===== src/sketch_pkg.sv =====
// shared field widths, hash keys, tuple type and the sram record word
`default_nettype none

package sketch_pkg;

    //////////////////////////////////////////////////
    // flow tuple
    //////////////////////////////////////////////////

    // src ip 4, dst ip 4, src port 2, dst port 2, proto 1
    localparam int TUPLE_BYTES = 13;

    typedef logic [TUPLE_BYTES*8-1:0] flow_tuple_t;     // byte 0 sits in bits 7:0

    //////////////////////////////////////////////////
    // record fields and hash keys
    //////////////////////////////////////////////////

    localparam int COUNT_W   = 16;      // per packet byte count
    localparam int FLOW_ID_W = 20;      // id kept next to the count

    // odd multipliers, one per hash
    localparam logic [15:0] ADDR_KEY = 16'h9e37;
    localparam logic [15:0] ID_KEY   = 16'h61c9;

    // one qdr word, 36 bits
    // written raw by the queue, decoded by field on the memory side
    typedef union packed {
        logic [35:0] raw;
        struct packed {
            logic [FLOW_ID_W-1:0] flow_id;      // upper 20 bits
            logic [COUNT_W-1:0]   byte_count;   // lower 16 bits
        } fields;
    } sram_word_u;

endpackage

`default_nettype wire

===== src/sketch_top.sv =====
// flow sketch top level, parser into hash into record queue
`timescale 1ns/1ps
`default_nettype none

module sketch_top
    import sketch_pkg::*;
#(
    parameter int DATA_W      = 128,
    parameter int ADDR_W      = 10,
    parameter int QUEUE_DEPTH = 4
)
(
    input  wire                     clk,
    input  wire                     memreset,

    // packet stream in
    input  wire                     s_valid,
    input  wire  [DATA_W-1:0]       s_data,
    input  wire  [DATA_W/8-1:0]     s_keep,
    input  wire                     s_last,
    output logic                    s_ready,

    // toward the memory controller
    output logic                    mem_wr_valid,
    output logic [ADDR_W-1:0]       mem_wr_addr,
    output logic [35:0]             mem_wr_data,
    input  wire                     mem_wr_ready
);

    // parser -> hash
    logic               desc_valid;
    flow_tuple_t        desc_tuple;
    logic [COUNT_W-1:0] desc_count;
    logic               desc_ready;

    // hash -> queue
    logic                 rec_valid;
    logic [ADDR_W-1:0]    rec_addr;
    logic [FLOW_ID_W-1:0] rec_id;
    logic [COUNT_W-1:0]   rec_count;
    logic                 rec_ready;

    flow_parser #(.DATA_W(DATA_W)) parser_i (
        .clk(clk), .memreset(memreset),
        .s_valid(s_valid), .s_data(s_data), .s_keep(s_keep), .s_last(s_last),
        .s_ready(s_ready),
        .desc_valid(desc_valid), .desc_tuple(desc_tuple), .desc_count(desc_count),
        .desc_ready(desc_ready)
    );

    flow_hash #(.ADDR_W(ADDR_W)) hash_i (
        .clk(clk), .memreset(memreset),
        .desc_valid(desc_valid), .desc_tuple(desc_tuple), .desc_count(desc_count),
        .desc_ready(desc_ready),
        .rec_valid(rec_valid), .rec_addr(rec_addr), .rec_id(rec_id),
        .rec_count(rec_count), .rec_ready(rec_ready)
    );

    record_queue #(.ADDR_W(ADDR_W), .QUEUE_DEPTH(QUEUE_DEPTH)) queue_i (
        .clk(clk), .memreset(memreset),
        .rec_valid(rec_valid), .rec_addr(rec_addr), .rec_id(rec_id),
        .rec_count(rec_count), .rec_ready(rec_ready),
        .mem_wr_valid(mem_wr_valid), .mem_wr_addr(mem_wr_addr),
        .mem_wr_data(mem_wr_data), .mem_wr_ready(mem_wr_ready)
    );

endmodule

`default_nettype wire


===== src/record_queue.sv =====
// record packing into the 36 bit sram word and queue toward the write port
`timescale 1ns/1ps
`default_nettype none

module record_queue
    import sketch_pkg::*;
#(
    parameter int ADDR_W      = 10,
    parameter int QUEUE_DEPTH = 4           // power of two
)
(
    input  wire                     clk,
    input  wire                     memreset,

    // record in
    input  wire                     rec_valid,
    input  wire  [ADDR_W-1:0]       rec_addr,
    input  wire  [FLOW_ID_W-1:0]    rec_id,
    input  wire  [COUNT_W-1:0]      rec_count,
    output logic                    rec_ready,

    // sram write port
    output logic                    mem_wr_valid,
    output logic [ADDR_W-1:0]       mem_wr_addr,
    output logic [35:0]             mem_wr_data,
    input  wire                     mem_wr_ready
);

    localparam int             PTR_W      = $clog2(QUEUE_DEPTH);
    localparam logic [PTR_W:0] FULL_COUNT = (PTR_W+1)'(QUEUE_DEPTH);

    logic [ADDR_W-1:0]  addr_mem [QUEUE_DEPTH];    // entry addresses
    logic [35:0]        data_mem [QUEUE_DEPTH];    // entry words, raw view
    logic [PTR_W-1:0]   wr_ptr;
    logic [PTR_W-1:0]   rd_ptr;
    logic [PTR_W:0]     occupancy;                 // 0 .. QUEUE_DEPTH
    logic               push;
    logic               pop;
    sram_word_u         rec_word;                  // packed record

    // pack by field, store raw
    always_comb
    begin
        rec_word.fields.flow_id    = rec_id;
        rec_word.fields.byte_count = rec_count;
    end

    assign rec_ready    = (occupancy != FULL_COUNT);   // back-pressure only when full
    assign push         = rec_valid && rec_ready;
    assign mem_wr_valid = (occupancy != '0);
    assign pop          = mem_wr_valid && mem_wr_ready;

    // head entry straight onto the port
    assign mem_wr_addr = addr_mem[rd_ptr];
    assign mem_wr_data = data_mem[rd_ptr];

    //////////////////////////////////////////////////
    // storage and pointers
    //////////////////////////////////////////////////

    always_ff @(posedge clk)
    begin
        if (push)
        begin
            addr_mem[wr_ptr] <= rec_addr;
            data_mem[wr_ptr] <= rec_word.raw;
        end
    end

    always_ff @(posedge clk)
    begin
        if (memreset)
        begin
            wr_ptr    <= '0;
            rd_ptr    <= '0;
            occupancy <= '0;
        end
        else
        begin
            if (push)
                wr_ptr <= wr_ptr + 1'b1;    // wraps, depth is 2**n
            if (pop)
                rd_ptr <= rd_ptr + 1'b1;
            // push and pop together leave occupancy alone
            if (push && !pop)
                occupancy <= occupancy + 1'b1;
            else if (pop && !push)
                occupancy <= occupancy - 1'b1;
        end
    end

endmodule

`default_nettype wire


===== src/flow_hash.sv =====
// two stage pipelined multiplicative hashing for sketch address and flow id
`timescale 1ns/1ps
`default_nettype none

module flow_hash
    import sketch_pkg::*;
#(
    parameter int ADDR_W = 10               // sketch address bits
)
(
    input  wire                     clk,
    input  wire                     memreset,

    // descriptor in
    input  wire                     desc_valid,
    input  wire  flow_tuple_t       desc_tuple,
    input  wire  [COUNT_W-1:0]      desc_count,
    output logic                    desc_ready,

    // record out
    output logic                    rec_valid,
    output logic [ADDR_W-1:0]       rec_addr,
    output logic [FLOW_ID_W-1:0]    rec_id,
    output logic [COUNT_W-1:0]      rec_count,
    input  wire                     rec_ready
);

    localparam int COEF_W = 17;             // key + 2*i never overflows
    localparam int PROD_W = 8 + COEF_W;     // exact byte product
    localparam int SUM_W  = PROD_W + 4;     // room for 13 terms

    // per byte multiplier, key + 2*idx
    function automatic logic [COEF_W-1:0] coef(input logic [15:0] key, input int idx);
        coef = COEF_W'(key) + COEF_W'(2 * idx);
    endfunction

    logic [PROD_W-1:0]  addr_prod    [TUPLE_BYTES];    // comb, from desc
    logic [PROD_W-1:0]  id_prod      [TUPLE_BYTES];
    logic [PROD_W-1:0]  s1_addr_prod [TUPLE_BYTES];    // stage one regs
    logic [PROD_W-1:0]  s1_id_prod   [TUPLE_BYTES];
    logic [COUNT_W-1:0] s1_count;                      // rides along
    logic               s1_valid;
    logic [SUM_W-1:0]   addr_sum;
    logic [SUM_W-1:0]   id_sum;
    logic               s1_en;                         // stage one loads
    logic               s2_en;                         // stage two loads

    // a stage moves when the one after it is empty or moving
    assign s2_en      = !rec_valid || rec_ready;
    assign s1_en      = !s1_valid || s2_en;
    assign desc_ready = s1_en;          // low only with both stages full

    //////////////////////////////////////////////////
    // stage one, keyed byte products
    //////////////////////////////////////////////////

    always_comb
    begin
        for (int i = 0; i < TUPLE_BYTES; i++)
        begin
            addr_prod[i] = PROD_W'(desc_tuple[8*i +: 8]) * PROD_W'(coef(ADDR_KEY, i));
            id_prod[i]   = PROD_W'(desc_tuple[8*i +: 8]) * PROD_W'(coef(ID_KEY, i));
        end
    end

    always_ff @(posedge clk)
    begin
        if (s1_en && desc_valid)
        begin
            s1_addr_prod <= addr_prod;
            s1_id_prod   <= id_prod;
            s1_count     <= desc_count;
        end
    end

    //////////////////////////////////////////////////
    // stage two, sum and truncate
    //////////////////////////////////////////////////

    always_comb
    begin
        addr_sum = '0;
        id_sum   = '0;
        for (int i = 0; i < TUPLE_BYTES; i++)
        begin
            addr_sum = addr_sum + SUM_W'(s1_addr_prod[i]);
            id_sum   = id_sum + SUM_W'(s1_id_prod[i]);
        end
    end

    always_ff @(posedge clk)
    begin
        if (s2_en && s1_valid)
        begin
            rec_addr  <= addr_sum[ADDR_W-1:0];      // low bits only
            rec_id    <= id_sum[FLOW_ID_W-1:0];
            rec_count <= s1_count;
        end
    end

    // valid bits
    always_ff @(posedge clk)
    begin
        if (memreset)
        begin
            s1_valid  <= 1'b0;
            rec_valid <= 1'b0;
        end
        else
        begin
            if (s1_en)
                s1_valid <= desc_valid;
            if (s2_en)
                rec_valid <= s1_valid;
        end
    end

endmodule

`default_nettype wire


===== src/flow_parser.sv =====
// stream input stage with five-tuple capture and per-packet byte counting
`timescale 1ns/1ps
`default_nettype none

module flow_parser
    import sketch_pkg::*;
#(
    parameter int DATA_W = 128              // stream width, 104 or more
)
(
    input  wire                     clk,
    input  wire                     memreset,

    // packet stream in
    input  wire                     s_valid,
    input  wire  [DATA_W-1:0]       s_data,
    input  wire  [DATA_W/8-1:0]     s_keep,
    input  wire                     s_last,
    output logic                    s_ready,

    // one descriptor per packet
    output logic                    desc_valid,
    output flow_tuple_t             desc_tuple,
    output logic [COUNT_W-1:0]      desc_count,
    input  wire                     desc_ready
);

    localparam int KEEP_W  = DATA_W / 8;
    localparam int TUPLE_W = TUPLE_BYTES * 8;

    logic               first_beat;     // next accepted beat opens a packet
    logic               beat;           // beat accepted this cycle
    flow_tuple_t        beat_tuple;     // low bytes of the current beat
    flow_tuple_t        tuple_hold;     // tuple of the packet in progress
    logic [COUNT_W-1:0] count_acc;      // bytes of earlier beats
    logic [COUNT_W-1:0] keep_ones;      // set keep bits, this beat
    logic [COUNT_W-1:0] count_next;     // running total incl this beat

    // stall input while a descriptor is parked and not taken
    assign s_ready    = !desc_valid || desc_ready;
    assign beat       = s_valid && s_ready;
    assign beat_tuple = s_data[TUPLE_W-1:0];   // no header parsing, tuple up front

    //////////////////////////////////////////////////
    // byte counting
    //////////////////////////////////////////////////

    // popcount of keep
    always_comb
    begin
        keep_ones = '0;
        for (int i = 0; i < KEEP_W; i++)
        begin
            keep_ones = keep_ones + COUNT_W'(s_keep[i]);
        end
    end

    assign count_next = count_acc + keep_ones;     // wraps at COUNT_W

    always_ff @(posedge clk)
    begin
        if (memreset)
        begin
            first_beat <= 1'b1;
            count_acc  <= '0;
        end
        else if (beat)
        begin
            first_beat <= s_last;                       // rearm after last beat
            count_acc  <= s_last ? '0 : count_next;     // clear for next packet
        end
    end

    // tuple from the first beat only
    always_ff @(posedge clk)
    begin
        if (beat && first_beat)
        begin
            tuple_hold <= beat_tuple;
        end
    end

    //////////////////////////////////////////////////
    // descriptor register
    //////////////////////////////////////////////////

    always_ff @(posedge clk)
    begin
        if (memreset)
        begin
            desc_valid <= 1'b0;
        end
        else if (beat && s_last)
        begin
            desc_valid <= 1'b1;         // valid the cycle after s_last
        end
        else if (desc_ready)
        begin
            desc_valid <= 1'b0;
        end
    end

    always_ff @(posedge clk)
    begin
        if (beat && s_last)
        begin
            // single beat packet has no held tuple yet
            desc_tuple <= first_beat ? beat_tuple : tuple_hold;
            desc_count <= count_next;
        end
    end

endmodule

`default_nettype wire


===== config.mk =====
export PLATFORM = sky130hd
export DESIGN_NAME = sketch_top
export DESIGN_NICKNAME = d
export VERILOG_FILES = /design/src/sketch_pkg.sv /design/src/sketch_top.sv /design/src/record_queue.sv /design/src/flow_hash.sv /design/src/flow_parser.sv
export SDC_FILE = /design/constraint.sdc
export NUM_CORES = 2
export LEC_CHECK = 0
export ABC_AREA = 1
export BUFFER_PORTS_ARGS = -buffer_cell sky130_fd_sc_hd__buf_2
export CAP_MARGIN = 20
export CORE_MARGIN = 8
export CORE_UTILIZATION = 60
export CTS_CLUSTER_DIAMETER = 200
export DETAILED_ROUTE_END_ITERATION = 10
export PLACE_DENSITY = 0.86
export SYNTH_ARGS = -nofsm -noshare
export SYNTH_HDL_FRONTEND = slang
export SYNTH_HIERARCHICAL = 1
export SYNTH_SLANG_ARGS = --single-unit

===== constraint.sdc =====
create_clock -name clk -period 13.4 [get_ports clk]
set_clock_uncertainty 0.2 [all_clocks]
set_input_delay 4.02 -clock clk [delete_from_list [all_inputs] [get_ports clk]]
set_output_delay 4.02 -clock clk [all_outputs]
set_load 0.005 [all_outputs]

; ---- Yosys cells after proc, flatten, opt, wreduce, memory -nomap -nowiden
; Memory sizes are Yosys's and may differ from the RTL's. A register that Yosys moved wholly into a read port is not among the register bits.
; Index checks and enable logic that the tools add are counted.
[totals]
ff_bits = 703
latch_bits = 0
mem_bits_rw = 184
romBits = 0
elab_cells = 146
memories = 2
[memory_table]
columns = name, words, width, rd, rd_ports_with_merged_regs, write_ports, line_no
row1 = queue_i.data_mem, 4, 36, 1, 1, 1, record_queue.sv:33  ; logic [35:0] data_mem [QUEUE_DEPTH];
row2 = queue_i.addr_mem, 4, 10, 1, 1, 1, record_queue.sv:32  ; logic [ADDR_W-1:0] addr_mem [QUEUE_DEPTH];
[op_classes]
n_addsub = 44
multipliers = 26
div = 0
order_cmp = 0
eq_ne = 1
n_shift = 0
muxes = 12
bitwise = 0
n_reduce_logical = 20
[op_table]
columns = op, n
row1 = 8-bit by 15-bit multiplier with 20-bit output (second input constant), 13
row2 = 20-bit adder, 12
row3 = 16-bit by 1-bit adder with 16-bit output, 14
row4 = 8-bit by 16-bit multiplier with 10-bit output (second input constant), 13
row5 = 10-bit adder, 12
row6 = 104-bit 2-to-1 mux, 1
row7 = 16-bit adder, 1
row8 = 16-bit 2-to-1 mux, 1
row9 = 1-bit logical AND, 9
row10 = 2-bit 2-to-1 mux, 4
row11 = 3-bit 2-to-1 mux, 2
row12 = 1-bit zero test, 5
row13 = 2-bit by 1-bit adder with 2-bit output (second input constant), 2
row14 = 1-bit 2-to-1 mux, 4
row15 = 2-bit nonzero test, 2
row16 = 3-bit by 1-bit adder with 3-bit output (second input constant), 1
row17 = 1-bit logical OR, 3
row18 = 3-bit inequality test (second input constant), 1
row19 = 3-bit nonzero test, 1
row20 = 3-bit by 1-bit subtractor with 3-bit output (second input constant), 1
row21 = 1-bit by 1-bit adder with 2-bit output, 1

; ---- Logic depth before layout (Yosys ltp)
[depth]
depth_word = 17
depth_mapped = 22

; ---- Cells and area by module
; Netlist, hierarchy kept.
[by_module_without_submodules]
columns = module, n_inst, cells_each, area_per_inst_um2, seq_area_each_um2
row1 = flow_hash, 1, 5144, 52565.4, 13192.7
row2 = flow_parser, 1, 804, 9695.5, 7086.8
row3 = record_queue, 1, 513, 7355.8, 5705.5

; ---- Worst setup path after synthesis
; Ideal clock, no wire load.
[synth_path]
path_type = input to register
from = in s_valid
to = reg parser_i.desc_count[0] (enable)
setup_time_ns = 0.602
arrival_time_ns = 9.324
required_time_ns = 12.598
setup_slack_ns = 3.275
cell_stages = 3
n_path_buf = 1
cell_sequence = nand2_1 -> buf_2 -> nor2_1
[synth_between]
elab_chain_cells = 2
[synth_lines]
columns = item, line_no
row1 = "start, declared", sketch_top.sv:17  ; input wire s_valid,
row2 = 1-bit logical AND, flow_parser.sv:41  ; assign beat = s_valid && s_ready;
row3 = 1-bit logical AND, flow_parser.sv:105  ; if (beat && s_last)
row4 = "end signal, assigned", flow_parser.sv:109  ; desc_count <= count_next;
row5 = "end, declared", flow_parser.sv:24  ; output logic [COUNT_W-1:0] desc_count,
; No other way between the ends.
; A chain may end at the register's enable or synchronous reset.

; ---- Worst setup path after layout
[layout_path]
from = in s_keep[11]
to = reg parser_i.desc_count[14], data pin
[layout_between]
elab_chain_cells = 6
[layout_lines]
columns = item, line_no
row1 = "start, declared", sketch_top.sv:19  ; input wire [DATA_W/8-1:0] s_keep,
row2 = 16-bit by 1-bit adder with 16-bit output (5 in a row), flow_parser.sv:54  ; keep_ones = keep_ones + COUNT_W'(s_keep[i]);
row3 = 16-bit adder, flow_parser.sv:58  ; assign count_next = count_acc + keep_ones;
row4 = via parser_i.count_next[14], flow_parser.sv:37  ; logic [COUNT_W-1:0] count_next;
; The timed path passes the listed nets, and every way through them passes these cells.

==> run metrics <==
worst flop-to-flop path startpoint hash_i/s1_id_prod[177]$_DFFE_PP_; post-detailed-route wirelength per cell 20.05 um; final worst slack 5.795 ns; number of setup violations in the final report 0; yosys synthesis warning count 6; Crit path required time 13.69 ns; Adder-Cell Fraction of Synth Area 0.3586; post-route setup TNS 0 ns; number of DRC markers after the initial detailed-route iteration 3,985; actual transition at the worst max-transition pin 1.077 ns; Final Slew Violations 0; worst hold slack 0.2188 ns; Routed WL 166,100 um; unrepaired setup endpoints after global routing no; TritonCTS clock tree built; total core area 0.1156 mm2; Detailed Place HPWL 130,400 um; reported max-cap violation count 0; H-tree depth reported by CTS 3; Worst Reg-to-Reg Cells 20; gate count after technology mapping 6,461; shortest period the worst path allows 7.605 ns; port bufs 172; number of antenna violations at the first check in global routing 3; Critical-path top delay cell sky130_fd_sc_hd__fa_1; post-CTS resize count 0; net count of the mapped netlist 8,191; number of buffers inserted by hold repair at cts 0; Total Die Area 0.1272 mm2; horizontal die dimension 356.6 um; post-synthesis share of cell area spent on and, or, nand and nor gates 0.08677; number of remaining DRC errors 0; most frequent cells in the layout 1,517 x sky130_fd_sc_hd__inv_1, 927 x sky130_fd_sc_hd__nand2_1, 891 x sky130_fd_sc_hd__ha_1; kind of capture point of the worst setup path flop; mean instance size in the synthesized netlist 10.77 um2; overflow left after global routing 0; weighted congestion reported at the end of routability-driven placement 1.027; Vert. Die Dim 356.6 um; DRT antenna net count 0; multiplexer share of the synthesized area 0; Area growth, synth to finish 8.647%; xor/xnor cell area share of the yosys netlist 0.04540; outcome completed; Top delay family on crit path adder cells; timing endpoint of the critical path parser_i/desc_count[14]$_DFFE_PP_; combinational family with the most area after synthesis adder cells; Vias per Instance 5.510; clock tree root driver cell sky130_fd_sc_hd__clkbuf_16; maximum buffer depth of the clock tree 3; number of clock sinks 875; clock latency of the later-clocked register in the worst-skew pair 0.73 ns; Top Ports 197; total buffers and inverters traversed by the critical path 3; Critical Path Start Type input port; total of flip-flops plus latches after synthesis 875; Worst path max stage delay 0.54 ns; post-synthesis compound-gate area fraction 0.04899; fraction of layout cells with a size suffix above 1 0.06523; count of final hold-check violations 0; slack of the worst reg-to-reg path 8.12 ns; largest fanout on the critical path 4; placement-stage cell area 0.07228 mm2; post-route fraction of the period consumed by the critical path 0.5675; via total after detailed routing 45,660; count of fill cells added during filler insertion 8,354; starting utilization of the core area 0.6023; share of synthesized area occupied by flip-flops and latches 0.3733; via count of the first global-routing pass 47,920; number of clock buffers inserted by TritonCTS 92; floorplan row count 125; kind of critical path in -> reg; length of the first detailed-routing pass in iterations 8; total global routing track utilization 0.2621; first element of the critical path s_keep[11]; wire length of the first global-routing pass 259,100 um; Max Freq 131.5 MHz; reg2reg end hash_i/rec_id[14]$_DFFE_PP_; area of all placed cells without fillers 0.07564 mm2; Slew HR 0.2823; post-synth design cell area 0.06962 mm2; final-stage net count 8,415; series of cell instances along the critical path buf_2 -> fa_1 -> inv_1 -> fa_1 -> fa_1 -> fa_1 -> fa_1 -> fa_1 -> inv_1 -> nand3_1 -> nand2_2 -> nand2_2 -> nand2_2 -> nand3_1 -> and2_1; number of unique standard cell types used by synthesis 54; Post-CTS Setup Inserts 0; Hold Path Origin hash_i/s1_count[13]$_DFFE_PP_; clock slew seen by the registers of the worst setup and hold paths 0.06 ns; most common library cell in the layout ignoring fill and taps sky130_fd_sc_hd__inv_1; Worst EP arrival 7.90 ns; maximum number of pins on one net before global-route repair 175; Most common cell on crit path sky130_fd_sc_hd__fa_1; worst setup slack after placement 5.112 ns; critical path depth in cells 15; class of the most critical hold timing path reg -> reg
flip-flops by register name, indices dropped and copies added (netlist names), named ones only:
register / cells
queue_i/addr_mem: 40
queue_i/occupancy: 3
hash_i/rec_addr: 10
parser_i/desc_valid: 1
parser_i/tuple_hold: 104
queue_i/rd_ptr: 2
hash_i/s1_valid: 1
hash_i/s1_count: 16
hash_i/rec_id: 19
queue_i/wr_ptr: 2
parser_i/desc_tuple: 104
hash_i/s1_id_prod: 260
parser_i/desc_count: 16
parser_i/count_acc: 16
hash_i/rec_count: 16
queue_i/data_mem: 144
hash_i/s1_addr_prod: 117
parser_i/first_beat: 1
hash_i/rec_valid: 1
layer usage:
layer / routed length [um] / global-route usage
met4: 9068 / 0.1280
met2: 79770 / 0.4399
met5: 28 / 0
met1: 65510 / 0.3352
met3: 11740 / 0.03757
cell type report:
class                           instances  area, um2  share of cell area
Sequential cell                       875      25990              0.3436
Antenna cell                            1      2.502          0.00003308
Clock inverter                         64       1001             0.01323
Inverter                             1524       5731             0.07576
Tap cell                             1524       1907             0.02521
Clock buffer                          106       2355             0.03113
Multi-Input combinational cell       4002      37630              0.4975
Timing Repair Buffer                  190       1021             0.01350
Yosys cell counts, drive strengths merged:
cell type / n / area (um2)
a211oi: 1 / 7.510
o2111ai: 4 / 35.03
and3: 1 / 6.260
clkbuf: 28 / 105.1
a21o: 28 / 211.5
ha: 891 / 11150
o21a: 6 / 45.04
dfxtp: 29 / 580.6
nand3: 175 / 890.9
nand2: 944 / 3586
inv: 1523 / 5717
buf: 32 / 232.7
a22oi: 1 / 7.510
a21boi: 7 / 63.80
o22ai: 46 / 325.3
o21ai: 202 / 1064
o221ai: 2 / 17.52
o211ai: 3 / 27.52
a31o: 2 / 17.52
and2: 12 / 75.07
nand4: 20 / 125.1
nor3: 24 / 140.1
fa: 690 / 13810
nor2: 251 / 992.2
or2: 18 / 112.6
a21oi: 270 / 1374
a31oi: 10 / 68.81
nand3b: 15 / 112.6
xnor2: 111 / 972.2
edfxtp: 846 / 25400
o31ai: 10 / 75.07
xor2: 249 / 2188
o21bai: 9 / 71.32
clkinv: 1 / 3.750
stage by stage:
stage | instances | utilization
2_1_floorplan | 6461 | -
6_report | 8286 | 0.6544
4_1_cts | 8285 | 0.6544
3_3_place_gp | 8115 | 0.6254
5_1_grt | 8285 | 0.6544
3_5_place_dp | 8115 | 0.6254
logic make-up (layout without fill, tap and decap cells):
kind of cell,after synthesis,count (layout)
buffers and inverters,1584,1884
AO/OA/AOI/OAI,601,601
XOR/XNOR,360,360
flip-flops,875,875
adder cells (fa/ha/maj),1581,1581
AND/OR/NAND/NOR,1460,1460
other,0,1
how the worst min path moves through the flow:
stage / end / slack [ns] / depth (start not counted)
detailed placement: hash_i/rec_count[13]$_DFFE_PP_ / 0.20 / 0
floorplan: hash_i/rec_count[0]$_DFFE_PP_ / 0.20 / 0
global placement: hash_i/rec_count[5]$_DFFE_PP_ / 0.20 / 0
global route: hash_i/rec_count[6]$_DFFE_PP_ / 0.22 / 0
finish: hash_i/rec_count[13]$_DFFE_PP_ / 0.22 / 0
CTS: hash_i/rec_count[13]$_DFFE_PP_ / 0.22 / 0
worst reg2reg max path, delay by kind of cell (launching register included):
kind	cells	cell delay, ns
flops	1	0.45
simple gates	8	0.65
fa+ha+maj	7	3.29
buf+inv	4	0.27
xor+xnor	1	0.15
Power is not shown: default switching activity piles up to over one toggle a cycle in this logic, so the estimate is an artifact.
